<file path="src/common/vm2_pkg.sv">
// shared definitions for the qbus unit
// bus cycle kinds, sequencer states, timing constants
package vm2_pkg;

   // kinds of bus cycle, host side and internal
   typedef enum logic [1:0] {
      op_read       = 2'd0,  // word read, din strobe
      op_write      = 2'd1,  // word write, dout strobe
      op_write_byte = 2'd2,  // byte write, wtbt in data phase
      op_iack       = 2'd3   // interrupt vector read
   } qbus_op_t;

   // sequencer states
   typedef enum logic [2:0] {
      st_idle      = 3'd0,  // waiting for request or virq
      st_addr      = 3'd1,  // address on ad, no sync yet
      st_data      = 3'd2,  // sync asserted, address held
      st_wait_rply = 3'd3,  // strobe out, waiting on reply
      st_release   = 3'd4,  // strobe dropped, wait rply off
      st_end       = 3'd5   // sync dropped, done pulse
   } seq_state_t;

   localparam int qbus_width = 16;    // address and data
   localparam int rply_timeout = 64;  // cycles from strobe to bus error
   localparam int init_cycles = 32;   // init pulse after reset
   localparam int sync_stages = 2;    // flops on async inputs

   // counter widths derived from the timing constants
   localparam int tmo_cnt_w = $clog2(rply_timeout);
   localparam int init_cnt_w = $clog2(init_cycles + 1);

endpackage

</file>
<file path="src/hdl/vm2_pin_drive.sv">
// output side of the qbus pins
// output pin registers and the init pulse timer
`timescale 1ns/1ps

module vm2_pin_drive (
   input  logic        pin_clk_p,  // bus clock
   input  logic        rst,
   input  logic [15:0] ad_out_d,   // levels from the sequencer
   input  logic        ad_ena_d,
   input  logic        sync_d,
   input  logic        din_d,
   input  logic        dout_d,
   input  logic        wtbt_d,
   input  logic        iako_d,
   output logic [15:0] ad_out,     // registered, to pin inverters
   output logic        ad_ena,
   output logic        sync_o,
   output logic        din_o,
   output logic        dout_o,
   output logic        wtbt_o,
   output logic        iako_o,
   output logic        init_ena,   // open-drain init pin enable
   output logic        init_busy   // holds off the sequencer
);

   logic [vm2_pkg::init_cnt_w-1:0] init_cnt;   // cycles of init left

   always_ff @(posedge pin_clk_p) begin
      if (rst) begin
         init_cnt <= vm2_pkg::init_cnt_w'(vm2_pkg::init_cycles);
      end else if (init_cnt != '0) begin
         init_cnt <= init_cnt - 1'b1;
      end
   end

   assign init_ena  = (init_cnt != '0);
   assign init_busy = init_ena;

   // all strobes change on the same edge
   always_ff @(posedge pin_clk_p) begin
      if (rst || init_ena) begin
         ad_ena <= 1'b0;
         sync_o <= 1'b0;
         din_o  <= 1'b0;
         dout_o <= 1'b0;
         wtbt_o <= 1'b0;
         iako_o <= 1'b0;
      end else begin
         ad_ena <= ad_ena_d;
         sync_o <= sync_d;
         din_o  <= din_d;
         dout_o <= dout_d;
         wtbt_o <= wtbt_d;
         iako_o <= iako_d;
      end
   end

   always_ff @(posedge pin_clk_p) begin
      ad_out <= ad_out_d;                    // only seen while ad_ena
   end

endmodule

</file>
<file path="config.mk">
export PLATFORM = sky130hd
export DESIGN_NAME = vm2_pin_drive
export DESIGN_NICKNAME = d
export VERILOG_FILES = /design/src/common/vm2_pkg.sv /design/src/hdl/vm2_pin_drive.sv
export SDC_FILE = /design/constraint.sdc
export NUM_CORES = 1
export LEC_CHECK = 0
export BUFFER_PORTS_ARGS = -buffer_cell sky130_fd_sc_hd__clkbuf_2
export CORE_ASPECT_RATIO = 1.4
export CORE_UTILIZATION = 37
export CTS_CLUSTER_DIAMETER = 120
export DETAILED_ROUTE_END_ITERATION = 16
export PLACE_DENSITY = 0.7
export SLEW_MARGIN = 5
export SYNTH_ARGS = -nofsm -noshare
export SYNTH_HDL_FRONTEND = slang
export SYNTH_SLANG_ARGS = --single-unit
</file>
<file path="constraint.sdc">
create_clock -name pin_clk_p -period 3.1 [get_ports pin_clk_p]
set_input_delay 0.775 -clock pin_clk_p [delete_from_list [all_inputs] [get_ports pin_clk_p]]
set_output_delay 0.775 -clock pin_clk_p [all_outputs]
set_load 0.005 [all_outputs]
</file>
# ---- Word-level counts from Yosys, hierarchy flattened
# Index checks and enable logic that the tools add are counted.
dict set report word_totals {
  ff_bits 28
  inputBits 24
  elab_cells 11
}
dict set report op_classes {
  addsub 1
  n_reduce_logical 2
}
# cell count
set ops {}
lappend ops {{6-bit nonzero test} 1}
lappend ops {{6-bit by 1-bit subtractor with 6-bit output (second input constant)} 1}
lappend ops {{1-bit logical OR} 1}

# ---- Depth between registers and ports, before layout
# Gate-level depths: netlist of run 1.
dict set report logic_depth {
  word_depth 2
  mapped_depth 6
}

# ---- Worst setup path after synthesis of run 1
# OpenSTA, ideal clock, no wires.
dict set report synth_timing {
  path_kind {register to output}
  start {register init_cnt[0] (netlist name)}
  end {output init_ena}
  arrival_ns 1.351
  t_required_ns 2.325
  setup_slack_ns 0.974
  stages_incl_launch_ff 7
  path_cell_list {dfxtp_1 -> inv_1 -> ha_1 -> or4b_4 -> nor2_8 -> inv_4 -> buf_4}
}
dict set report synth_via {
  elab_chain_len 1
}
# element line_no
set synth_rtl {}
lappend synth_rtl {{start: declaration} vm2_pin_drive.sv:26} ;# logic [vm2_pkg::init_cnt_w-1:0] init_cnt;
lappend synth_rtl {{start signal: assignment} vm2_pin_drive.sv:30} ;# init_cnt <= vm2_pkg::init_cnt_w'(vm2_pkg::init_cycles);
lappend synth_rtl {{start signal: assignment} vm2_pin_drive.sv:32} ;# init_cnt <= init_cnt - 1'b1;
lappend synth_rtl {{6-bit nonzero test} vm2_pin_drive.sv:36} ;# assign init_ena = (init_cnt != '0);
lappend synth_rtl {{end: declaration} vm2_pin_drive.sv:22} ;# output logic init_ena,
# Every way passes these cells.

# ---- Worst setup path after layout of run 1
# Same ends and word-level chain as after synthesis.

==> run_results.csv, run 1 <==
group,metric,value,unit
route,drc_errors,0,
clock_tree,cts-resized-gates,0,
route,drtAntennaViolNets,0,
die,initial_core_util,40.41,%
final_layout,final_common_cell,"clkbuf_2",
power,powerDensity,741.9,nW/um^2
grt,grt_pass1_vias,511,
yosys,synth_cell_types,18,
final_layout,multi_input_comb_area,225.2,sq um
placement,io_buffers,47,
timing,fmax,395.8,MHz
route,wire_per_inst,10.05,microns
grt,grt_usage,12.05,%
route,drt_iter0_drc,4,
timing,skew,1.342,ps
grt,grt_pass1_wl,2194,microns
route,vias,581,
clock_tree,clkLatencyLatePin,300,ps
grt,overflow,0,
timing,rsz0062_at_grt,"no",
yosys,synth_nets,86,
final_layout,syn_to_final_growth,34.26,%
final_layout,design_area,1084,sq um
placement,placed_area,1061,sq um
clock_tree,cts_buffers,3,
clock_tree,clock-root-buffer,"clkbuf_4",
final_layout,drive_gt1_share,50.46,%
timing,setup_tns,0,ps
timing,hold_violations,0,
placement,hpwl,1109,microns
outcome,outcome,"completed",
die,die_area,2375,sq um
clock_tree,postCtsHoldBufs,0,
final_layout,layout_common_cells,"47 x clkbuf_2, 28 x dfxtp_1, 6 x nor3_1, 6 x and2_1",
power,p_leak,0.0005418,uW
route,first_pass_iters,3,
clock_tree,clkSinkCount,28,
clock_tree,cts_tree,"done",
clock_tree,h-tree-depth,1,
min_path,hp-class,"in2reg",
placement,place_congestion,0.6434,
yosys,syn_inst,60,
timing,max_slew_margin,71.44,%
die,core-area,1997,sq um
clock_tree,clockBufferDepth,2,
final_layout,final_nets,137,
route,via_per_inst,4.469,
clock_tree,clk_pin_slew,120,ps
power,peakVddDrop,453.5,uV
die,num_io_pins,48,
timing,setup_viol,0,
timing,period_share,81.50,%
critical_path,required,2320,ps
timing,min_period,2527,ps
grt,antenna_found_initial,0,
timing,worstMarginPinSlew,427.9,ps
final_layout,regArea,560.5,sq um
critical_path,start_kind,"register",
final_layout,nFillCells,181,
critical_path,crit_type,"reg2out",
yosys,synth-seq-area-share,69.46,%
clock_tree,cts_setup_buffers,0,
die,fp.dieH,57.26,microns
timing,slew_viol_final,0,
yosys,avgSynthCellArea,13.45,sq um
critical_path,cp_max_fo,5,
yosys,netlist_area,807.0,sq um
die,rows,19,
final_layout,final_util,54.26,%
critical_path,endpoint_kind,"primary output",
die,die_x,41.47,microns
grt,grt_max_degree,15,
flow_run,cap_violations,0,
final_layout,insertedDiodeCount,0,
yosys,ys_seq_elements,28,
yosys,ys_warn_count,0,
route,routed_wl,1307,microns
critical_path,critical_path_arrival,1750,ps
-- sequential cells by signal, summed over array words and instances, names as in the netlist --
name / flops
sync_o: 1
init_cnt: 6
ad_ena: 1
din_o: 1
iako_o: 1
ad_out: 16
dout_o: 1
wtbt_o: 1
-- metrics by stage --
step           total power, uW  cells  setup slack (ps)  hold WS [ps]
5_1_grt                  858.9    130             454.6         536.1
6_report                 803.8    130             573.5         565.0
3_3_place_gp             673.2    127             959.8         590.9
4_1_cts                  815.3    130             548.4         550.5
3_5_place_dp             683.1    127             909.5         595.3
2_1_floorplan            618.3     60             974.3         543.5
-- logic make-up (layout without fill, tap and decap cells) --
kind of cell | Yosys count | after routing | synth area share (%)
xor gates and xnor gates | 3 | 3 | 3.256
AOI/OAI and AO/OA | 3 | 3 | 3.410
and+or+nand+nor | 20 | 20 | 18.14
buffers and inverters | 4 | 53 | 2.637
adders and majority gates | 2 | 2 | 3.100
DFF | 28 | 28 | 69.46
-- path summary, 6_finish.rpt --
path / depth (start not counted) / start / slack, ps / end
worst min-delay path: 1 / ad_out_d[15] / 560 / ad_out[15]
worst max register to register: 6 / init_cnt[0] / 1500 / init_cnt[1]
worst min register to register: 2 / init_cnt[0] / 620 / init_cnt[0]
worst max-delay path: 6 / init_cnt[0] / 570 / init_ena
-- per-layer routing --
layer | wire [microns] | share of wire, % | GRT usage [%]
met5 | 0 | 0 | 0
met2 | 607 | 46 | 19.64
met4 | 13 | 0.99 | 6.912
met3 | 176 | 13 | 5.380
met1 | 510 | 39 | 12.78
-- critical path, cell delays in order (launching register included) --
cell and delay, ps:
dfxtp_1 350, inv_1 80, ha_1 180, or4b_4 550, nor2_8 140, inv_4 40, clkbuf_2 100
-- cell usage after synthesis --
cell | n | share of area (%)
a211oi_2 | 1 | 1.6
a221o_1 | 1 | 1.2
and2_1 | 6 | 4.7
buf_4 | 1 | 0.93
dfxtp_1 | 28 | 69
ha_1 | 2 | 3.1
inv_1 | 2 | 0.93
inv_4 | 1 | 0.78
nand2_1 | 1 | 0.46
nor2_1 | 1 | 0.46
nor2_8 | 1 | 2.5
nor3_1 | 6 | 3.7
nor3_4 | 1 | 2.0
nor3b_1 | 2 | 1.9
nor4_1 | 1 | 0.78
o21ai_1 | 1 | 0.62
or4b_4 | 1 | 1.7
xnor2_1 | 3 | 3.3
-- final cells by class --
class / instances / share of cell area [%]
sequential: 28 / 51.73
timing repair buffer: 47 / 21.71
multi-input combinational: 28 / 20.79
tap: 21 / 2.425
clock buffer: 3 / 2.079
inverter: 3 / 1.270
-- power by group --
part | internal [uW] | total [uW] | switching, uW
combinational | 109 | 212 | 103
sequential | 408 | 461 | 52.9
clock | 45.2 | 131 | 85.3
total | 563 | 804 | 241
(Power assumes the default switching activity.)
==> run 2: changes to the inputs <==
==> constraint.sdc (replaced) <==
create_clock -name pin_clk_p -period 2.45 [get_ports pin_clk_p]
set_input_delay 0.6125 -clock pin_clk_p [delete_from_list [all_inputs] [get_ports pin_clk_p]]
set_output_delay 0.6125 -clock pin_clk_p [all_outputs]
set_load 0.005 [all_outputs]
==> run_results.csv, run 2 (synthesis gave the netlist of run 1 again) <==
group,metric,value,unit
route,wire_per_inst,10.48,microns
timing,rsz0062_at_grt,"no",
clock_tree,clk_pin_slew,130,ps
grt,overflow,0,
critical_path,start_kind,"register",
die,num_io_pins,48,
power,p_total,1037,uW
outcome,outcome,"completed",
placement,io_buffers,47,
timing,setup_viol,0,
critical_path,ff2ff_setup_slack,800,ps
critical_path,timing.rr.start,"init_cnt[0]",
grt,antenna_found_initial,0,
critical_path,required,1840,ps
route,first_pass_iters,2,
placement,hpwl,1151,microns
min_path,hp-class,"in2reg",
power,p_leak,0.0005464,uW
final_layout,reg.largest.list,"ad_out x16, init_cnt x6",
critical_path,max_stage_delay,530,ps
power,peakVddDrop,485.1,uV
die,die_area,2375,sq um
die,die_x,41.47,microns
clock_tree,h-tree-depth,1,
placement,placed_area,1061,sq um
clock_tree,clkSinkCount,28,
final_layout,layout_common_cells,"47 x clkbuf_2, 27 x dfxtp_1, 6 x nor3_1, 6 x and2_1",
timing,worstMarginPinSlew,451.1,ps
critical_path,cp_cell_sequence,"inv_1 > ha_1 > or4b_4 > nor2_8 > inv_4 > clkbuf_2",
final_layout,syn_to_final_growth,35.35,%
clock_tree,clkLatencyLatePin,310,ps
final_layout,drive_gt1_share,51.82,%
die,initial_core_util,40.41,%
grt,grt_pass1_vias,594,
power,powerDensity,949.6,nW/um^2
route,via_per_inst,4.603,
flow_run,cap_violations,0,
critical_path,endpoint_kind,"primary output",
timing,setup_tns,0,ps
final_layout,final_util,54.70,%
min_path,hold_end,"ad_out[4]",
die,fp.dieH,57.26,microns
route,drt_iter0_drc,1,
route,drtAntennaViolNets,0,
route,routed_wl,1373,microns
route,drc_errors,0,
timing,hold_violations,0,
clock_tree,cts_buffers,3,
critical_path,critical_path_arrival,1710,ps
final_layout,final_nets,138,
clock_tree,clock-root-buffer,"clkbuf_4",
grt,grt_pass1_wl,2387,microns
critical_path,slowest_stage,"or4b_4",
final_layout,largest_register_ffs,16,
grt,grt_usage,12.98,%
timing,skew,11.28,ps
final_layout,insertedDiodeCount,0,
grt,grt_max_degree,15,
timing,period_share,94.94,%
timing,min_period,2326,ps
final_layout,final_common_cell,"clkbuf_2",
placement,place_congestion,0.6522,
clock_tree,cts_tree,"done",
final_layout,nFillCells,189,
die,core-area,1997,sq um
critical_path,cp_max_fo,5,
die,rows,19,
min_path,hold_start,"ad_out_d[4]",
clock_tree,postCtsHoldBufs,0,
route,vias,603,
critical_path,reg2reg_depth,6,
timing,slew_viol_final,0,
min_path,min_path_cells,1,
timing,max_slew_margin,69.69,%
final_layout,design_area,1092,sq um
final_layout,regMostFlops,"ad_out",
timing,fmax,429.9,MHz
critical_path,r2r-end,"din_o",
clock_tree,clockBufferDepth,2,
critical_path,crit_type,"reg2out",
run 2: cell types whose count changed in the layout (fill, tap and decap cells not counted):
cell / delta
dfxtp_2: +1
buf_4: +1
dfxtp_1: -1
run 2: how the worst max path moves through the flow:
stage | start | to | slack [ps] | cells after the start
after floorplan | init_cnt[0] | init_ena | 490 | 6
after global placement | init_cnt[0] | init_ena | 480 | 6
after detailed placement | init_cnt[0] | init_ena | 440 | 6
after CTS | init_cnt[0] | init_ena | 80 | 6
after global routing | init_cnt[0] | init_ena | 10 | 6
final | init_cnt[0] | init_ena | 120 | 6
run 2: cell type report:
class                   count  area, sq um  area share [%]
multi-input cells          28        225.2           20.62
flip-flops and latches     28        561.8           51.43
inverters                   3        13.76           1.260
clock buffers               3        22.52           2.062
repair buffers             48        242.7           22.22
well taps                  21        26.28           2.405
run 2: power by group:
part / internal (uW) / switching, uW
Sequential: 517 / 70.6
Combinational: 149 / 130
Clock: 57.3 / 113
run 2: timing repair:
item,in CTS,in global routing
setup endpoints to repair,0,2
hold endpoints to repair,0,0
gates resized for setup,0,1
setup buffers,0,1
run 2: routing by layer:
| layer | up-vias | global-route usage (%) | share of wire, % |
|---|---|---|---|
| li1 | 303 | - | - |
| met1 | 260 | 12.40 | 38 |
| met2 | 38 | 23.44 | 48 |
| met3 | 2 | 5.063 | 12 |
| met4 | 0 | 6.912 | 0.87 |
| met5 | - | 0 | 0 |
run 2: critical path: cells and delay by family (launching register included):
| family | cells | cell delay (ps) |
|---|---|---|
| fa+ha+maj | 1 | 160 |
| buf+inv | 3 | 210 |
| flops | 1 | 360 |
| simple gates | 2 | 670 |
run 2: per-stage QoR:
| stage | hold slack (ps) | worst slack [ps] | cells |
|---|---|---|---|
| global route | 369.6 | 13.33 | 131 |
| finish | 391.6 | 123.9 | 131 |
| CTS | 385.1 | 77.70 | 130 |
| global placement | 591.0 | 475.2 | 127 |
| detailed placement | 584.9 | 444.4 | 127 |
| floorplan | 543.5 | 486.8 | 60 |
