$ cat src/common/vm2_pkg.sv
// shared definitions for the qbus unit
// bus cycle kinds, sequencer states, timing constants
package vm2_pkg;

   // kinds of bus cycle, host side and internal
   typedef enum logic [1:0] {
      op_read       = 2'd0,  // word read, din strobe
      op_write      = 2'd1,  // word write, dout strobe
      op_write_byte = 2'd2,  // byte write, wtbt in data phase
      op_iack       = 2'd3   // interrupt vector read
   } qbus_op_t;

   // sequencer states
   typedef enum logic [2:0] {
      st_idle      = 3'd0,  // waiting for request or virq
      st_addr      = 3'd1,  // address on ad, no sync yet
      st_data      = 3'd2,  // sync asserted, address held
      st_wait_rply = 3'd3,  // strobe out, waiting on reply
      st_release   = 3'd4,  // strobe dropped, wait rply off
      st_end       = 3'd5   // sync dropped, done pulse
   } seq_state_t;

   localparam int qbus_width = 16;    // address and data
   localparam int rply_timeout = 64;  // cycles from strobe to bus error
   localparam int init_cycles = 32;   // init pulse after reset
   localparam int sync_stages = 2;    // flops on async inputs

   // counter widths derived from the timing constants
   localparam int tmo_cnt_w = $clog2(rply_timeout);
   localparam int init_cnt_w = $clog2(init_cycles + 1);

endpackage

$ cat src/qbus/vm2_qbus_seq.sv
// qbus cycle sequencer
// word read, word write, byte write and interrupt acknowledge
// reply timeout with bus error, host request port
`timescale 1ns/1ps

module vm2_qbus_seq (
   input  logic              pin_clk_p,   // bus clock
   input  logic              rst,
   input  logic              init_busy,   // init pulse still running
   input  logic              req_strobe,  // one-cycle host request
   input  vm2_pkg::qbus_op_t req_op,
   input  logic [15:0]       req_addr,
   input  logic [15:0]       req_wdata,
   input  logic              rply,        // synchronized reply
   input  logic              virq,        // synchronized irq
   input  logic [15:0]       ad_in,       // synchronized ad bus
   output logic              busy,
   output logic              done,
   output vm2_pkg::qbus_op_t done_op,
   output logic [15:0]       rd_data,
   output logic              bus_err,
   output logic [15:0]       ad_out,
   output logic              ad_ena,
   output logic              sync,
   output logic              din,
   output logic              dout,
   output logic              wtbt,
   output logic              iako
);

   vm2_pkg::seq_state_t state;
   vm2_pkg::qbus_op_t   op_q;       // operation in flight
   logic [15:0]         addr_q;
   logic [15:0]         wdata_q;
   logic                err_q;      // cycle ended by timeout
   logic [vm2_pkg::tmo_cnt_w-1:0] tmo_cnt;
   logic                is_wr;      // word or byte write
   logic                accept;     // host request taken
   logic                take_irq;   // interrupt served

   assign is_wr    = (op_q == vm2_pkg::op_write) || (op_q == vm2_pkg::op_write_byte);
   assign accept   = (state == vm2_pkg::st_idle) && !init_busy && req_strobe;
   assign take_irq = (state == vm2_pkg::st_idle) && !init_busy && !req_strobe && virq;

   always_ff @(posedge pin_clk_p) begin
      if (rst) begin
         state   <= vm2_pkg::st_idle;
         err_q   <= 1'b0;
         tmo_cnt <= '0;
      end else begin
         case (state)
            vm2_pkg::st_idle: begin
               tmo_cnt <= '0;
               if (accept) begin
                  err_q <= 1'b0;
                  if (req_op == vm2_pkg::op_iack) begin   // no address phase
                     state <= vm2_pkg::st_wait_rply;
                  end else begin
                     state <= vm2_pkg::st_addr;
                  end
               end else if (take_irq) begin
                  err_q <= 1'b0;
                  state <= vm2_pkg::st_wait_rply;
               end
            end
            vm2_pkg::st_addr: state <= vm2_pkg::st_data;
            vm2_pkg::st_data: state <= vm2_pkg::st_wait_rply;
            vm2_pkg::st_wait_rply: begin
               tmo_cnt <= tmo_cnt + 1'b1;
               if (rply) begin
                  state <= vm2_pkg::st_release;
               end else if (int'(tmo_cnt) == vm2_pkg::rply_timeout - 1) begin
                  err_q <= 1'b1;                  // nobody answered
                  state <= vm2_pkg::st_end;       // skip the rply wait
               end
            end
            vm2_pkg::st_release: begin
               if (!rply) begin
                  state <= vm2_pkg::st_end;
               end
            end
            vm2_pkg::st_end: state <= vm2_pkg::st_idle;
            default:         state <= vm2_pkg::st_idle;
         endcase
      end
   end

   // request payload and captured read data
   always_ff @(posedge pin_clk_p) begin
      if (accept) begin
         op_q    <= req_op;
         addr_q  <= req_addr;
         wdata_q <= req_wdata;
      end else if (take_irq) begin
         op_q <= vm2_pkg::op_iack;
      end
      if (state == vm2_pkg::st_wait_rply && rply) begin
         rd_data <= ad_in;                        // data or vector
      end
   end

   // bus levels from state, registered again in the drive block
   always_comb begin
      ad_out = addr_q;
      ad_ena = 1'b0;
      sync   = 1'b0;
      din    = 1'b0;
      dout   = 1'b0;
      wtbt   = 1'b0;
      iako   = 1'b0;
      case (state)
         vm2_pkg::st_addr: begin
            ad_ena = 1'b1;
            wtbt   = is_wr;                       // write flagged with address
         end
         vm2_pkg::st_data: begin
            ad_ena = 1'b1;
            wtbt   = is_wr;
            sync   = 1'b1;
         end
         vm2_pkg::st_wait_rply: begin
            if (op_q == vm2_pkg::op_iack) begin
               din  = 1'b1;
               iako = 1'b1;
            end else if (is_wr) begin
               ad_out = wdata_q;
               ad_ena = 1'b1;
               wtbt   = (op_q == vm2_pkg::op_write_byte);  // byte select by a[0]
               dout   = 1'b1;
               sync   = 1'b1;
            end else begin
               din  = 1'b1;                       // ad released for the slave
               sync = 1'b1;
            end
         end
         vm2_pkg::st_release: sync = (op_q != vm2_pkg::op_iack);
         default: ;
      endcase
   end

   assign busy    = (state != vm2_pkg::st_idle) || init_busy;
   assign done    = (state == vm2_pkg::st_end);
   assign done_op = op_q;
   assign bus_err = err_q;

   a_no_din_dout: assert property (
      @(posedge pin_clk_p) disable iff (rst) !(din && dout)
   );

   // sync already up one cycle before a data strobe, iack excepted
   a_strobe_in_sync: assert property (
      @(posedge pin_clk_p) disable iff (rst)
      ($rose(din || dout) && op_q != vm2_pkg::op_iack) |-> $past(sync)
   );

   a_no_req_when_busy: assert property (
      @(posedge pin_clk_p) disable iff (rst) !(req_strobe && busy)
   );

endmodule

$ cat config.mk
export PLATFORM = sky130hd
export DESIGN_NAME = vm2_qbus_seq
export DESIGN_NICKNAME = d
export VERILOG_FILES = /design/src/common/vm2_pkg.sv /design/src/qbus/vm2_qbus_seq.sv
export SDC_FILE = /design/constraint.sdc
export NUM_CORES = 1
export LEC_CHECK = 0
export CAP_MARGIN = 30
export CORE_MARGIN = 2
export CORE_UTILIZATION = 51
export DETAILED_ROUTE_END_ITERATION = 10
export DONT_BUFFER_PORTS = 1
export GPL_TIMING_DRIVEN = 1
export HOLD_SLACK_MARGIN = 0.08
export PLACE_DENSITY_LB_ADDON = 0.12
export SETUP_SLACK_MARGIN = 0.4
export SLEW_MARGIN = 20
export SYNTH_ARGS = -nofsm -noshare
export SYNTH_HDL_FRONTEND = slang
export SYNTH_SLANG_ARGS = --single-unit
$ cat constraint.sdc
create_clock -name pin_clk_p -period 3 [get_ports pin_clk_p]
set_clock_uncertainty 0.1 [all_clocks]
set_input_delay 0.45 -clock pin_clk_p [delete_from_list [all_inputs] [get_ports pin_clk_p]]
set_output_delay 0.45 -clock pin_clk_p [all_outputs]
set_load 0.005 [all_outputs]
* Word-level counts from Yosys, hierarchy flattened *
Cells that the tools add are included.

storage, ports and cells
  register bits after elaboration = 60
  output and inout bits = 43
  word-level logic and storage cells = 72

operators by class
  $add $sub $neg = 1
  reductions and logical operators = 16
  mux-type cells = 32
  equality and inequality tests = 16

operators by type and width
  kind                                           number
  2-to-1 mux 16 bit                              3
  2-to-1 mux 1 bit                               15
  2-to-1 mux 3 bit                               5
  one-hot mux 3 bit (5 select lines)             1
  one-hot mux 6 bit (2 select lines)             1
  inequality test 2 bit, second input constant   4
  adder 6 x 1 -> 6 bit, second input constant    1
  == test 2 bit, second input constant           3
  == test 3 x 2 -> 1 bit, second input constant  2
  == test 3 bit, second input constant           2
  == test 6 x 1 -> 1 bit, second input constant  1
  2-to-1 mux 2 bit                               3
  inequality test 3 bit, second input constant   2
  one-hot mux 1 bit (2 select lines)             3
  logical AND 1 bit                              5
  AND reduction 4 bit                            1
  nonzero test 2 bit                             2
  == test 3 x 1 -> 1 bit, second input constant  1
  logical NOT 3 bit                              1
  one-hot mux 1 bit (3 select lines)             1
  AND reduction 3 bit                            1
  nonzero test 3 bit                             1
  == test 2 x 1 -> 1 bit, second input constant  1
  logical NOT 1 bit                              2
  2 further kinds                                3

* Logic depth before layout (Yosys ltp) *
  depth in word-level cells = 7
  mapped depth = 6

* Worst setup path after synthesis *
OpenSTA, ideal clock, no wires.

  kind = input to register
  from = in init_busy
  to = reg addr_q[0] (enable)
  stages on the path = 2
  required time = 2.479 ns
  data arrival time = 2.476 ns
  path slack = 0.003 ns
  library setup time = 0.421 ns
  cell sequence = or4b_2 nor2_1

on the way
  word-level cells in the longest chain between the ends = 3

RTL lines
  element                         RTL line            source
  start: declaration              vm2_qbus_seq.sv:9   input logic init_busy,
  logical NOT 1 bit               vm2_qbus_seq.sv:42  assign accept = (state == vm2_pkg::st_idle) && !init_busy && req_strobe;
  logical AND 1 bit (2 in a row)  vm2_qbus_seq.sv:42
  net accept                      vm2_qbus_seq.sv:38  logic accept;
  end signal: assignment          vm2_qbus_seq.sv:92  addr_q <= req_addr;
  end: declaration                vm2_qbus_seq.sv:33  logic [15:0] addr_q;

The timed path passes the listed nets, and every way through them passes these cells.
A chain may end at the register's enable or synchronous reset.

* Worst setup path in the final report *
  from = reg op_q[0], in the netlist done_op[0]
  to = out ad_out[14]

on the way
  word-level cells in the longest chain between the ends = 5
  elaborated cells between the ends (all ways) = 7
  classes of those cells = 3 x eq/ne; 3 x mux; 1 x reduce/logical

RTL lines
  element                                                  RTL line             source
  start: declaration                                       vm2_qbus_seq.sv:32   vm2_pkg::qbus_op_t op_q;
  start signal: assignment                                 vm2_qbus_seq.sv:91   op_q <= req_op;
  start signal: assignment                                 vm2_qbus_seq.sv:95   op_q <= vm2_pkg::op_iack;
  == test 2 x 1 -> 1 bit or == test 2 bit (tied branches)  vm2_qbus_seq.sv:41   assign is_wr = (op_q == vm2_pkg::op_write) || (op_q == vm2_pkg::op_write_byte);
  logical OR 1 bit                                         vm2_qbus_seq.sv:41
  2-to-1 mux 16 bit                                        vm2_qbus_seq.sv:125  end else if (is_wr) begin
  2-to-1 mux 16 bit *                                      vm2_qbus_seq.sv:122  if (op_q == vm2_pkg::op_iack) begin
  2-to-1 mux 16 bit *                                      vm2_qbus_seq.sv:111  case (state)
  end: declaration                                         vm2_qbus_seq.sv:22   output logic [15:0] ad_out,

Every way passes the cells marked *; elsewhere a longest branch is shown, timed or not.

==> results.ini <==
[layout]
num_antenna_cells=0
syn_to_final_growth_pct=13.6
drive_above_1_share=0.243
layout_commonest_cell=edfxtp_1
layout_common_cells=50 x edfxtp_1, 10 x mux2_4, 10 x dfxtp_1
nets=227
num-fill-cells=364

[grt]
antenna_found_initial=0
grt_max_degree=33
track_usage=0.162
grt_pass1_wl_um=6230
grt_pass1_vias=1262
grt.overflow.total=0

[placed_design]
port-buffer-count=0
place.gp.congestion=0.777
dp_hpwl_um=3050

[synthesis]
synth.area.top_cells=edfxtp_1 62%, dfxtp_1 8.2%, mux2_4 6.2%, mux2_2 2.8%, a21oi_1 1.9%
synthAdderAreaFrac=0.0154
syn_avg_cell_area_um2=15.5
yosysWarnings=0
syn_nets=216
synth_top_area_frac=0.617
synth_area_um2=2430
synth-xor-area-share=0
synthCells=157
yosys.area.top_type=edfxtp_1
synth-simple-area-share=0.105
seq_area_frac_synth=0.700
synth-edff-count=50
synth_top_family_by_area=simple AND/OR/NAND/NOR gates
synthMuxAreaShare=0.0895
ys_seq_elements=60
synth_compound_area_frac=0.0730
ys.flop_type=edfxtp_1
asyncSetResetFlopFracSynth=0
synthDistinctLibCells=36

[sta]
rsz0062_at_grt=false
max_freq_ghz=0.398
tightest_slew_ns=0.662
drv_slew=0
post-route-period-util=0.837
finalHoldViolCount=0
slew_headroom=0.559
tns_ns=0
min_period_ns=2.51
finalSetupViolCount=0

[routing]
post-route-drc-count=0
wl_per_cell_um=19.6
wl_um=4450
vias=1333
vias_per_cell=5.87
drtIter0Drc=66
first_pass_iters=4
ant_nets=0

[cts]
cts.sinks=60
cts_tree=yes
cts_buffer_depth=2
cts_made_buffers=9
cts_htree_levels=3
clock_latency_ns=0.32
path_clk_slew_ns=0.07
root_buffer=clkbuf_8

[critical_path]
path_cells=inv_1 -> ha_4 -> or3_4 -> mux2_4
cp_slowest_stage_delay_ns=0.49
crit_slowest_cell=or3_4
critPathLaunchType=flop
worstPathRequired_ns=2.45
crit_fanout=8
worstPathArrival_ns=1.96
path_class=reg -> out
path_buf_inv=1
timing.rr.start=state[1]
crit_path_end_kind=primary output
worstReg2RegEnd=wdata_q[14]
reg2regPathDepth=4
critPathTopFamily=simple AND/OR/NAND/NOR gates
r2r_setup_slack_ns=0.81

[worst_hold_path]
min-delay-start=ad_in[7]
min_path_type=in -> reg
whs_path_depth=0
hold_end=rd_data[7]

[die]
core_area_um2=4660
pin_count=99
rows=25
fp.dieH_um=73.1
die-area_um2=5340
die_x_um=73.1
initial_core_util=0.522

[run_status]
status=finished, final reports clean

[power]
max-vdd-ir-drop_mv=0.365
power-per-cell-area_nw_per_um2=694
power_mw=1.92
p_leak_nw=0.978

[run]
cap_violations=0

worst max-delay path by stage:
| stage | startpoint | endpoint | slack (ns) | cells past startpoint |
|---|---|---|---|---|
| after floorplan | init_busy | addr_q[0] | 0.53 | 2 |
| after global placement | done_op[0] | ad_out[5] | 0.52 | 4 |
| after detailed placement | done_op[1] | ad_out[6] | 0.43 | 3 |
| after CTS | done_op[1] | ad_out[6] | 0.42 | 3 |
| after global routing | done_op[0] | ad_out[14] | 0.43 | 4 |
| final | done_op[0] | ad_out[14] | 0.49 | 4 |
Yosys cell counts (2+ instances only):
| library cell | number |
|---|---|
| and3b_1 | 2 |
| a311oi_1 | 4 |
| mux2_4 | 10 |
| a211o_1 | 2 |
| o21bai_1 | 2 |
| o21ai_0 | 2 |
| dfxtp_1 | 10 |
| clkbuf_1 | 4 |
| or4_1 | 2 |
| nand3_1 | 4 |
| nor2_1 | 7 |
| nand2b_1 | 4 |
| a21oi_1 | 9 |
| mux2_2 | 6 |
| nand2_1 | 9 |
| edfxtp_1 | 50 |
| or3_1 | 4 |
| ha_1 | 3 |
| and2_1 | 4 |
| nor3_1 | 3 |
repair_timing:
action	in CTS	in global routing
pin swaps	1	1
setup buffers	0	0
setup endpoints to repair	16	14
hold endpoints to repair	8	0
hold buffers	2	0
gates cloned	0	1
gates resized for setup	2	3
report_power, final:
part / internal [mW] / switching (mW)
registers: 0.954 / 0.0199
logic: 0.0628 / 0.0963
clock network: 0.471 / 0.314
total: 1.49 / 0.431
per-stage QoR:
stage / area (µm²) / utilization / hold slack [ns] / cells / worst slack (ns)
floorplan: 2430 / - / 0.365 / 157 / 0.525
global placement: 2490 / 0.535 / 0.383 / 208 / 0.517
detailed placement: 2490 / 0.535 / 0.388 / 208 / 0.434
CTS: 2740 / 0.588 / 0.0918 / 226 / 0.424
global route: 2760 / 0.593 / 0.0882 / 227 / 0.430
finish: 2760 / 0.593 / 0.113 / 227 / 0.490
routing by layer:
metal / routed length, µm / track usage / share of wire / vias up
met5: 0 / 0 / 0 / -
met4: 51 / 0.0617 / 0.011 / 0
met3: 368 / 0.0898 / 0.083 / 6
met2: 2330 / 0.271 / 0.52 / 54
met1: 1690 / 0.169 / 0.38 / 642
li1: - / - / - / 631
registers in the layout, indices dropped and copies added, names as in the netlist:
register and cells:
done_op 2, wdata_q 16, bus_err 1, tmo_cnt 6, rd_data 16, state 3, addr_q 16
logic make-up after synthesis:
family / after synthesis
AO/OA/AOI/OAI: 26
multiplexers: 16
flip-flops: 60
adder cells (fa/ha/maj): 3
AND/OR/NAND/NOR: 44
buffers and inverters: 8
worst reg2reg max path: stages, from the launching register on:
cell and delay, ns:
dfxtp_1 0.34, buf_4 0.19, or4b_2 0.73, nor2_2 0.11, buf_4 0.37
final cells by class:
| cell class | count | area [µm²] | area share |
|---|---|---|---|
| tap | 54 | 67.6 | 0.0244 |
| inverter | 1 | 3.75 | 0.00136 |
| clock buffer | 9 | 124 | 0.0448 |
| multi-input combinational | 90 | 719 | 0.260 |
| timing repair buffer | 6 | 50.0 | 0.0181 |
| sequential | 60 | 1700 | 0.616 |
| clock inverter | 7 | 97.6 | 0.0353 |
No activity file was read; power rests on OpenSTA's default activity.
