### src/common/vm2_pkg.sv
// shared definitions for the qbus unit
// bus cycle kinds, sequencer states, timing constants
package vm2_pkg;

   // kinds of bus cycle, host side and internal
   typedef enum logic [1:0] {
      op_read       = 2'd0,  // word read, din strobe
      op_write      = 2'd1,  // word write, dout strobe
      op_write_byte = 2'd2,  // byte write, wtbt in data phase
      op_iack       = 2'd3   // interrupt vector read
   } qbus_op_t;

   // sequencer states
   typedef enum logic [2:0] {
      st_idle      = 3'd0,  // waiting for request or virq
      st_addr      = 3'd1,  // address on ad, no sync yet
      st_data      = 3'd2,  // sync asserted, address held
      st_wait_rply = 3'd3,  // strobe out, waiting on reply
      st_release   = 3'd4,  // strobe dropped, wait rply off
      st_end       = 3'd5   // sync dropped, done pulse
   } seq_state_t;

   localparam int qbus_width = 16;    // address and data
   localparam int rply_timeout = 64;  // cycles from strobe to bus error
   localparam int init_cycles = 32;   // init pulse after reset
   localparam int sync_stages = 2;    // flops on async inputs

   // counter widths derived from the timing constants
   localparam int tmo_cnt_w = $clog2(rply_timeout);
   localparam int init_cnt_w = $clog2(init_cycles + 1);

endpackage

### src/hdl/vm2_pin_sync.sv
// input side of the qbus pins
// reply and interrupt synchronizers, address/data capture
// aligned with the synchronized reply
`timescale 1ns/1ps

module vm2_pin_sync (
   input  logic        pin_clk_p,   // bus clock, rising edge
   input  logic        rst,
   input  logic        rply_raw,    // reply, active high, async
   input  logic        virq_raw,    // vectored irq, async
   input  logic [15:0] ad_raw,      // ad bus, active high
   input  logic        strobe_act,  // din or dout out of the sequencer
   output logic        rply,
   output logic        virq,
   output logic [15:0] ad_in
);

   logic [vm2_pkg::sync_stages-1:0] rply_sr;       // bit 0 sees the pin
   logic [vm2_pkg::sync_stages-1:0] virq_sr;
   logic [15:0]                     ad_sr [vm2_pkg::sync_stages];  // data pipe

   always_ff @(posedge pin_clk_p) begin
      if (rst) begin
         rply_sr <= '0;
         virq_sr <= '0;
      end else begin
         rply_sr <= {rply_sr[vm2_pkg::sync_stages-2:0], rply_raw};
         virq_sr <= {virq_sr[vm2_pkg::sync_stages-2:0], virq_raw};
      end
   end

   // same depth as the reply chain so data is stable when rply shows
   always_ff @(posedge pin_clk_p) begin
      ad_sr[0] <= ad_raw;
      for (int i = 1; i < vm2_pkg::sync_stages; i++) begin
         ad_sr[i] <= ad_sr[i-1];
      end
   end

   assign rply  = rply_sr[vm2_pkg::sync_stages-1];   // last stage
   assign virq  = virq_sr[vm2_pkg::sync_stages-1];
   assign ad_in = ad_sr[vm2_pkg::sync_stages-1];

   // the slave only answers a strobe, so a reply must find one active
   a_rply_needs_strobe: assert property (
      @(posedge pin_clk_p) disable iff (rst)
      $rose(rply) |-> strobe_act
   );

endmodule

### config.mk
export PLATFORM = sky130hd
export DESIGN_NAME = vm2_pin_sync
export DESIGN_NICKNAME = d
export VERILOG_FILES = /design/src/common/vm2_pkg.sv /design/src/hdl/vm2_pin_sync.sv
export SDC_FILE = /design/constraint.sdc
export NUM_CORES = 1
export LEC_CHECK = 0
export BUFFER_PORTS_ARGS = -buffer_cell sky130_fd_sc_hd__buf_4
export CELL_PAD_IN_SITES_DETAIL_PLACEMENT = 2
export CELL_PAD_IN_SITES_GLOBAL_PLACEMENT = 2
export CORE_AREA = 2 2 57 59
export DETAILED_ROUTE_END_ITERATION = 16
export DIE_AREA = 0 0 59 61
export PLACE_DENSITY = 0.84
export SLEW_MARGIN = 40
export SYNTH_ARGS = -nofsm -noshare
export SYNTH_HDL_FRONTEND = slang
export SYNTH_SLANG_ARGS = --single-unit
### constraint.sdc
create_clock -name pin_clk_p -period 1.43 [get_ports pin_clk_p]
set_clock_uncertainty 0.1 [all_clocks]
set_input_delay 0.286 -clock pin_clk_p [delete_from_list [all_inputs] [get_ports pin_clk_p]]
set_output_delay 0.286 -clock pin_clk_p [all_outputs]
set_load 0.01 [all_outputs]
# ---- After elaboration in Yosys (flattened, before gate mapping)
# Memory sizes are Yosys's and may differ from the RTL's.
# Index checks and enable logic that the tools add are counted.
# Widths: inputs -> output; s select.
dict set report totals {
  regBits 4
  ramBits 32
  in_bits 21
  output_inout_bits 18
  mem_count 1
}
# name words width rd rd_ports_with_merged_regs wr line_no
set mem_list {}
lappend mem_list {ad_sr 2 16 2 0 2 vm2_pin_sync.sv:20} ;# logic [15:0] ad_sr [vm2_pkg::sync_stages];

# ---- Logic depth before layout (Yosys ltp)
# Gate-level depths: netlist of run 1.
dict set report depth {
  ltp_word 0
  mapped_depth 1
  ltp_nobuf 1
}

# ---- Worst setup path after synthesis of run 1
# No wires, ideal clock.
dict set report synth_path {
  path_type {reg2out}
  startpoint {memory ad_sr[1][0] (netlist: ad_sr[0][16])}
  endpoint {output ad_in[0]}
  t_arrival_ns 0.401
  t_required_ns 1.044
  setup_slack_ns 0.643
  path_stages_with_launch 2
  n_path_buf 1
  cell_sequence {dfxtp_1 buf_4}
}
# item line_no
set synth_lines {}
lappend synth_lines {{start, declared} vm2_pin_sync.sv:20}
lappend synth_lines {{end, declared} vm2_pin_sync.sv:15} ;# output logic [15:0] ad_in

==> reports/metrics.cfg, run 1 <==
[run]
maxCapViolCount=0

[route]
vias_per_cell=3.75
initialDrtViolationCount=6
drc=0
vias=502
dr.pass1.iters=2
wirelength_mm=1.56
ant_nets=0
drt-wirelength-per-cell_um=11.7

[die]
ios=39
dieArea_um2=3600
initial_core_util_pct=29.3
fp.dieW_um=59
die_h_um=61
core_area_um2=2950
rows=20

[timing]
slew_headroom_pct=90.8
finalHoldViolCount=0
max_freq_mhz=850
fin_setup_tns_ns=0
slew_viol_final=0
rsz0062_at_grt=no
fin_crit_ns=1.18
fin_crit_sh_pct=82.3
worst_slew_pin_slew_ns=0.138
setup_viol=0

[setup_path]
critical-path-slowest-cell=dfxtp_1
cp-end-kind=primary output
cp_cell_sequence=buf_4
rr_worst_depth=1
cp.required_ns=1.04
startpoint_type=flip-flop
critPathKind=flip-flop to primary output
path_max_fanout=1
cp_num_cells=1
path_buf_inv=1
crit_family=flip-flops
crit_arrival_ns=0.79
critPathMaxStageDelay_ns=0.35

[power_and_ir_drop]
finalPower_uw=1730
leakage_uw=0.000596
ir_drop_uv=629
powerDensity_nw_per_um2=1350

[min_path]
hold_depth=2
min_path_type=primary input to flip-flop

[clocking]
cts_buffer_depth=2
cts_buffers=5
clkTransAtPathRegs_ns=0.11
cts_tree=yes
post_cts_resized=0
clock-sinks=36
clk_latency_ns=0.32
cts-root-buf=clkbuf_4
cts_hold_buf=16
htree_levels=2
post_cts_buffers=0

[global_routing]
gr-total-overflow=0
grt_use_total_pct=10.2
grt_pass1_wl_mm=2.49
grt_pass1_vias=568
antenna_found_initial=0
grt_max_degree=12

[status]
status=completed

[logic_synthesis]
synth_seq_area_share_pct=83.2
synth-seq-cells=36
ys.flop_type=dfxtp_1
synth_top_cell_by_area=dfxtp_1
synth_top_area_share_pct=83.2
netlist_top_cells_area=dfxtp_1 (83%), buf_4 (14%), nor2b_1 (2.9%)
synthCells=56
synth-edff-count=0
synth.avg_cell_area_um2=15.5
synth_nets=77
synth_common_cells=dfxtp_1 (36), buf_4 (16), nor2b_1 (4)
synth.distinct_cells=3
synthesis.area_um2=866
ys_warn_count=0
synthMostInstantiatedCell=dfxtp_1
async_reset_ff_share_pct=0

[placement]
io_buffers=37
dp_hpwl_mm=1.03
place_congestion=0.597

[layout]
layout-drive-gt1-share_pct=44.6
final_nets=121
syn_to_final_growth_pct=48.6
n_antenna_cell=0
final_core_util_pct=43.6

cell usage in the layout (no fill, tap or decap):
cell type and instances:
buf_4 37, dfxtp_1 36, dlygate4sd3_1 16, clkbuf_4 5, nor2b_1 4, clkinv_2 2
clkbuf_8 1
final timing paths:
path	start	to	slack, ns
hold / removal	rst	virq_sr[0]	0.04
hold reg to reg	ad_sr[0][4]	ad_sr[0][20]	0.23
setup reg to reg	rply_sr[0]	rply_sr[1]	0.78
setup / recovery	ad_sr[0][25]	ad_in[9]	0.25
kinds of logic (layout without fill, tap and decap cells):
family / after synthesis / after routing / synth area share [%]
DFF: 36 / 36 / 83.2
buffers and inverters: 16 / 61 / 13.9
and+or+nand+nor: 4 / 4 / 2.89
per-layer routing:
layer | wire length (um) | global-route usage [%] | part of all wire [%] | vias to the layer above
met5 | 0 | 0 | 0 | -
met4 | 0 | 5.84 | 0 | 0
met3 | 210 | 7.46 | 13 | 0
met2 | 796 | 16.5 | 51 | 31
met1 | 554 | 9.26 | 35 | 229
li1 | - | - | - | 242
state kept, by name, summed over array words and instances (netlist names):
signal	count
ad_sr	32
virq_sr	2
rply_sr	2
final cells by class:
type                    instances  area, um^2
clock buffers                   6        51.3
clock inverters                 2        10.0
fillers                       284        1670
multi-input cells               4        25.0
flip-flops and latches         36         721
well taps                      33        41.3
repair buffers                 53         438
where the power goes:
| part | internal [uW] | switching, uW | leakage, uW | total (uW) |
|---|---|---|---|---|
| clock network | 234 | 298 | 0.0000380 | 532 |
| logic | 93.5 | 39.6 | 0.000254 | 133 |
| registers | 1060 | 13.3 | 0.000303 | 1070 |
through the flow:
| stage | area (um^2) | instances | hold slack, ns | worst slack [ns] |
|---|---|---|---|---|
| after detailed placement | 1060 | 110 | 0.214 | 0.626 |
| after global placement | 1060 | 110 | 0.211 | 0.632 |
| after global routing | 1290 | 134 | 0.0195 | 0.203 |
| after CTS | 1290 | 134 | 0.0229 | 0.247 |
| after floorplan | 866 | 56 | 0.210 | 0.643 |
| final | 1290 | 134 | 0.0385 | 0.253 |
No activity file was read; power rests on OpenSTA's default activity.
==> run 2: changes to the inputs <==
- CORE_AREA: 2 2 57 59 -> 2 2 62 64
- DIE_AREA: 0 0 59 61 -> 0 0 64 66
- PLACE_DENSITY: 0.84 -> 0.76
- clock period: 1.43 -> 0.95 ns (I/O delays scaled with it)
==> run 2 against run 1 <==
  * The flow now finishes with violations (setup timing)
  * Critical path depth is the same
  * Hold slack gained 0.19 ns
  * Non-clock buffer count grew 3
  * First-iteration DRC count shrank 33%
  * Register-to-register slack lost 0.46 ns
  * Sequential share of layout area shrank 3.8 points
==> reports/metrics.cfg, run 2 (same netlist as run 1, synthesis figures left out) <==
[status]
status=complete, but fails checks  ; was completed
violations=setup timing

[layout]
most-common-layout-cells=dlygate4sd3_1 (19), buf_4 (19), dfxtp_1 (18), dfxtp_2 (18), buf_6 (18)  ; was buf_4 (37), dfxtp_1 (36), dlygate4sd3_1 (16)
reg_top3=ad_sr (32), rply_sr (2), virq_sr (2)  ; unchanged
syn_to_final_growth_pct=64.3  ; was 48.6%
seq_area_um2=743  ; was 721 um^2
instances_no_fill=152  ; was 134
largest_reg_flops=32  ; unchanged
fillers=358  ; was 284
regMostFlops=ad_sr  ; unchanged
design_area_um2=1420  ; was 1290 um^2
n_antenna_cell=0  ; unchanged
final_nets=124  ; was 121
multi_input_area_um2=25.0  ; unchanged
layout-drive-gt1-share_pct=58.7  ; was 44.6%

[power_and_ir_drop]
powerDensity_nw_per_um2=1880  ; was 1350 nW/um^2
ir_drop_uv=706  ; was 629 uV
finalPower_uw=2670  ; was 1730 uW
p_int_uw=2130  ; was 1380 uW
clock_power_share_pct=30.5  ; was 30.7%
p_sw_uw=535  ; was 351 uW
swShare_pct=20.1  ; was 20.3%
leakage_uw=0.000625  ; was 0.000596 uW
sequentialPowerShare_pct=60.8  ; was 61.6%
power.share.combinational_pct=8.7  ; was 7.7%

[timing]
fin_setup_tns_ns=-1.80  ; was 0 ns
slew_headroom_pct=93.6  ; was 90.8%
max_freq_mhz=946
setup_viol=18  ; was 0
rsz0062_at_grt=yes  ; was no
setup_slack_ns=-0.108  ; was 0.253 ns
slew_viol_final=0  ; unchanged
finalHoldViolCount=0  ; unchanged
fin_crit_ns=1.06
worst_slew_pin_slew_ns=0.0959  ; was 0.138 ns
fin_crit_sh_pct=111

[clocking]
clkTransAtPathRegs_ns=0.09  ; was 0.11 ns
clk_latency_ns=0.32  ; about the same
cts-root-buf=clkbuf_4  ; unchanged
cts_buffer_depth=2  ; unchanged
clock-sinks=36  ; unchanged
cts_buffers=5  ; unchanged
cts_tree=yes  ; unchanged
htree_levels=2  ; unchanged

[global_routing]
grt_pass1_wl_mm=2.62  ; was 2.49 mm
grt_use_total_pct=9.34  ; was 10.2%
antenna_found_initial=0  ; unchanged
gr-total-overflow=0  ; unchanged
grt_max_degree=11  ; was 12
grt_pass1_vias=560  ; was 568

[setup_path]
r2r_slack_ns=0.32  ; was 0.78 ns
path_buf_inv=1  ; unchanged
critPathMaxStageDelay_ns=0.33  ; was 0.35 ns
cp-end-kind=primary output  ; unchanged
endpoint=ad_in[11]  ; was ad_in[9]
crit_arrival_ns=0.77  ; was 0.79 ns
startpoint_type=flip-flop  ; unchanged
rr_worst_depth=1  ; unchanged
crit_family=flip-flops  ; unchanged
cp.required_ns=0.66  ; was 1.04 ns
cp-startpoint=ad_sr[0][27]  ; was ad_sr[0][25]
worstReg2RegEnd=rply_sr[1]  ; unchanged
path_max_fanout=1  ; unchanged
cp_cell_sequence=buf_6  ; was buf_4
critPathKind=flip-flop to primary output  ; unchanged
r2r-start=rply_sr[0]  ; unchanged
critical-path-slowest-cell=dfxtp_2  ; was dfxtp_1
cp_num_cells=1  ; unchanged

[placement]
place_congestion=0.556  ; was 0.597
placed_cell_area_um2=1080  ; was 1060 um^2
post-place-cells=125  ; was 110
io_buffers=37  ; unchanged

[route]
ant_nets=0  ; unchanged
vias=514  ; was 502
drt-wirelength-per-cell_um=10.7  ; was 11.7 um
wirelength_mm=1.63  ; was 1.56 mm
dr.pass1.iters=2  ; unchanged
vias_per_cell=3.38  ; was 3.75
drc=0  ; unchanged
initialDrtViolationCount=4  ; was 6

[die]
core_area_um2=3550  ; was 2950 um^2
die_h_um=66  ; was 61 um
dieArea_um2=4220  ; was 3600 um^2
initial_core_util_pct=24.4  ; was 29.3%
rows=22  ; was 20
fp.dieW_um=64  ; was 59 um
ios=39  ; unchanged

[min_path]
min_path_type=flip-flop to flip-flop  ; was primary input to flip-flop

[run]
maxCapViolCount=0  ; unchanged

-- run 2: power groups by stage --
stage / clock network (uW) / logic (uW) / registers [uW]
floorplan: 0 / 73.8 / 1640
global placement: 0 / 144 / 1640
detailed placement: 0 / 148 / 1640
CTS: 863 / 233 / 1620
global route: 944 / 249 / 1630
finish: 814 / 231 / 1620
-- run 2: how the worst min path moves through the flow --
stage	startpoint	to	slack [ns]	cells after the start
final	ad_sr[0][3]	ad_sr[0][19]	0.23	0
after global routing	ad_sr[0][8]	ad_sr[0][24]	0.24	0
after detailed placement	ad_raw[11]	ad_sr[0][11]	0.20	1
after global placement	ad_raw[9]	ad_sr[0][9]	0.19	1
after CTS	ad_sr[0][3]	ad_sr[0][19]	0.23	0
after floorplan	ad_raw[0]	ad_sr[0][0]	0.12	0
-- run 2: per-layer routing --
metal / vias to the layer above / GRT usage (%) / part of all wire, %
met2: 24 / 18.5 / 64
li1: 247 / - / -
met4: 0 / 7.34 / 2.2
met1: 240 / 6.45 / 27
met3: 3 / 4.43 / 7.3
met5: - / 0 / 0
-- run 2: stage by stage --
stage          setup slack, ns  util [%]  hold WS (ns)
2_1_floorplan            0.259         -         0.118
3_3_place_gp             0.248      30.5         0.194
3_5_place_dp             0.239      30.5         0.196
4_1_cts                 -0.132      39.9         0.234
5_1_grt                 -0.165      40.1         0.237
6_report                -0.108      40.1         0.231
-- run 2: area by class of cell --
cell class,instances,share of cell area (%)
sequential,36,52.2
timing repair buffer,56,37.6
tap,48,4.22
clock buffer,8,4.13
multi-input combinational,4,1.76
-- run 2: repair_timing --
action,in CTS,in global routing
gates resized for setup,31,5
endpoints found under the hold margin,20,0
setup buffers,0,0
hold buffers,19,0
setup endpoints to repair,18,18
==> run 3: changes to the inputs <==
- ABC_AREA: unset -> 1
- CORE_AREA: 2 2 62 64 -> 2 2 63 65
- DIE_AREA: 0 0 64 66 -> 0 0 65 67
- HOLD_SLACK_MARGIN: unset -> 0.1
- PLACE_DENSITY: 0.76 -> 0.75
==> run 3 against run 2 <==
  * The flow still finishes with violations (setup timing)
  * Flip-flop and latch count is the same
  * Critical path depth is the same
  * First-iteration DRC count down 75%
  * Non-clock buffer count did not move
  * Sequential share of layout area is 1.5 points lower
  * Hold slack worse by 0.0029 ns
  * Via count increased by 1.9%
  * Largest cell class unchanged
  * Cell count grew 2.0%
  * Sequential power hardly changed
==> reports/metrics.cfg, run 3 <==
[clocking]
htree_levels=2  ; unchanged
post_cts_buffers=0  ; unchanged
cts_tree=yes  ; unchanged
clk_latency_ns=0.27  ; was 0.32 ns
clock-sinks=36  ; unchanged
cts_buffers=5  ; unchanged
cts-root-buf=clkbuf_8  ; was clkbuf_4
cts_buffer_depth=2  ; unchanged
clkTransAtPathRegs_ns=0.06  ; was 0.09 ns

[logic_synthesis]
synth.distinct_cells=4  ; was 3
synth_top_area_share_pct=82.8  ; was 83.2%
synth_seq_area_share_pct=82.8  ; was 83.2%
synthMostInstantiatedCell=dfxtp_1  ; unchanged
synth_nets=81  ; was 77
synth-seq-cells=36  ; unchanged
synth_common_cells=dfxtp_1 (36), buf_4 (16), inv_1 (4), nor2_1 (4)  ; was dfxtp_1 (36), buf_4 (16), nor2b_1 (4)
synth-edff-count=0  ; unchanged
synthCells=60  ; was 56
synthesis.area_um2=871  ; was 866 um^2
synth.avg_cell_area_um2=14.5  ; was 15.5 um^2
ys.flop_type=dfxtp_1  ; unchanged
netlist_top_cells_area=dfxtp_1 (83%), buf_4 (14%), inv_1 (1.7%), nor2_1 (1.7%)  ; was dfxtp_1 (83%), buf_4 (14%), nor2b_1 (2.9%)
synth_top_cell_by_area=dfxtp_1  ; unchanged
async_reset_ff_share_pct=0  ; unchanged
ys_warn_count=0  ; unchanged

[placement]
placed_cell_area_um2=1090  ; was 1080 um^2
place_congestion=0.578  ; was 0.556
io_buffers=37  ; unchanged
dp_hpwl_mm=1.05

[timing]
rsz0062_at_grt=yes  ; unchanged
slew_headroom_pct=94.3  ; was 93.6%
finalHoldViolCount=0  ; unchanged
setup_slack_ns=-0.0440  ; was -0.108 ns
worst_slew_pin_slew_ns=0.0845  ; was 0.0959 ns
setup_viol=18  ; unchanged
fin_setup_tns_ns=-0.660  ; was -1.80 ns
fin_crit_ns=0.994  ; was 1.06 ns
fin_crit_sh_pct=105  ; was 111%
max_freq_mhz=1010  ; was 946 MHz
slew_viol_final=0  ; unchanged

[setup_path]
r2r-start=rply_sr[0]  ; unchanged
r2r_slack_ns=0.37  ; was 0.32 ns
path_max_fanout=1  ; unchanged
crit_arrival_ns=0.70  ; was 0.77 ns
critPathKind=flip-flop to primary output  ; unchanged
crit_family=flip-flops  ; unchanged
worstReg2RegEnd=rply_sr[1]  ; unchanged
path_buf_inv=1  ; unchanged
cp_cell_sequence=buf_6  ; unchanged
startpoint_type=flip-flop  ; unchanged
critPathMaxStageDelay_ns=0.32  ; was 0.33 ns
rr_worst_depth=2  ; was 1
critical-path-slowest-cell=dfxtp_2  ; unchanged
cp-end-kind=primary output  ; unchanged
cp.required_ns=0.66  ; about the same

[min_path]
whs_endpoint=ad_sr[0][18]  ; was ad_sr[0][19]
hp-start=ad_sr[0][2]  ; was ad_sr[0][3]
min_path_type=flip-flop to flip-flop  ; unchanged
hold_depth=0  ; unchanged

[layout]
reg_top3=ad_sr (32), rply_sr (2), virq_sr (2)  ; unchanged
n_antenna_cell=0  ; unchanged
design_area_um2=1470  ; was 1420 um^2
syn_to_final_growth_pct=68.2  ; was 64.3%
final_nets=128  ; was 124
largest_reg_flops=32  ; unchanged
regMostFlops=ad_sr  ; unchanged
layout-drive-gt1-share_pct=57.9  ; was 58.7%
fillers=368  ; was 358
most-common-layout-cells=dlygate4sd3_1 (19), buf_4 (19), dfxtp_1 (18), dfxtp_2 (18), buf_6 (18)  ; unchanged

[die]
die_h_um=67  ; was 66 um
ios=39  ; unchanged
fp.dieW_um=65  ; was 64 um
initial_core_util_pct=24.1  ; was 24.4%
rows=22  ; unchanged
core_area_um2=3610  ; was 3550 um^2
dieArea_um2=4360  ; was 4220 um^2

[global_routing]
grt_use_total_pct=9.33  ; was 9.34%
grt_pass1_vias=582  ; was 560
gr-total-overflow=0  ; unchanged
grt_max_degree=11  ; unchanged
grt_pass1_wl_mm=2.86  ; was 2.62 mm
antenna_found_initial=0  ; unchanged

[route]
dr.pass1.iters=3  ; was 2
wirelength_mm=1.75  ; was 1.63 mm
initialDrtViolationCount=1  ; was 4
ant_nets=0  ; unchanged
vias_per_cell=3.38  ; about the same
vias=524  ; was 514
drt-wirelength-per-cell_um=11.3  ; was 10.7 um
drc=0  ; unchanged

[power_and_ir_drop]
ir_drop_uv=637  ; was 706 uV
finalPower_uw=2970  ; was 2670 uW
powerDensity_nw_per_um2=2030  ; was 1880 nW/um^2
leakage_uw=0.000658  ; was 0.000625 uW

[run]
maxCapViolCount=0  ; unchanged

[status]
violations=setup timing  ; unchanged
status=complete, but fails checks  ; unchanged

==> run 3: area by class of cell <==
class / instances / area [um^2] / area share, %
sequential: 36 / 743 / 50.7
tap: 48 / 60.1 / 4.10
clock buffer: 7 / 96.3 / 6.58
timing repair buffer: 56 / 536 / 36.5
inverter: 4 / 15.0 / 1.02
multi-input combinational: 4 / 15.0 / 1.02
==> run 3: cell families after synthesis <==
logic type             Yosys count  share of synthesized area [%]
flip-flops                      36                           82.8
AND/OR/NAND/NOR                  4                           1.72
buffers and inverters           20                           15.5
==> run 3: power by group <==
part / leakage, uW / switching, uW / total [uW] / internal, uW
clock: 0.0000503 / 462 / 1110 / 645
combinational: 0.000304 / 64.3 / 235 / 171
sequential: 0.000304 / 29.4 / 1630 / 1600
==> run 3: what timing repair did <==
action                                 in CTS  in global routing
setup endpoints to repair                  18                 18
hold buffers                               19                  0
cloned                                      0                  0
endpoints found under the hold margin      20                  0
resized for setup                          32                  4
==> run 3: worst max-delay path by stage <==
stage	slack, ns	endpoint	depth (start not counted)	startpoint
finish	-0.04	ad_in[10]	1	ad_sr[0][26]
global route	-0.09	ad_in[10]	1	ad_sr[0][26]
CTS	-0.06	ad_in[7]	1	ad_sr[0][23]
detailed placement	0.24	ad_in[0]	1	ad_sr[0][16]
global placement	0.25	ad_in[4]	1	ad_sr[0][20]
floorplan	0.26	ad_in[0]	1	ad_sr[0][16]
==> run 3: stage by stage <==
stage                     worst slack (ns)  util [%]  hold slack, ns  instances
after global placement               0.246      30.2           0.195        129
after CTS                          -0.0589      40.5           0.226        155
after global routing               -0.0888      40.6           0.233        155
after detailed placement             0.237      30.2           0.197        129
after floorplan                      0.259         -           0.118         60
final                              -0.0440      40.6           0.228        155
==> run 3: routing by layer <==
layer	up-vias	track usage, %	part of all wire [%]
met1	242	9.78	39
met2	30	15.1	49
met3	0	4.56	12
met5	-	0	0
met4	0	5.59	0
li1	252	-	-
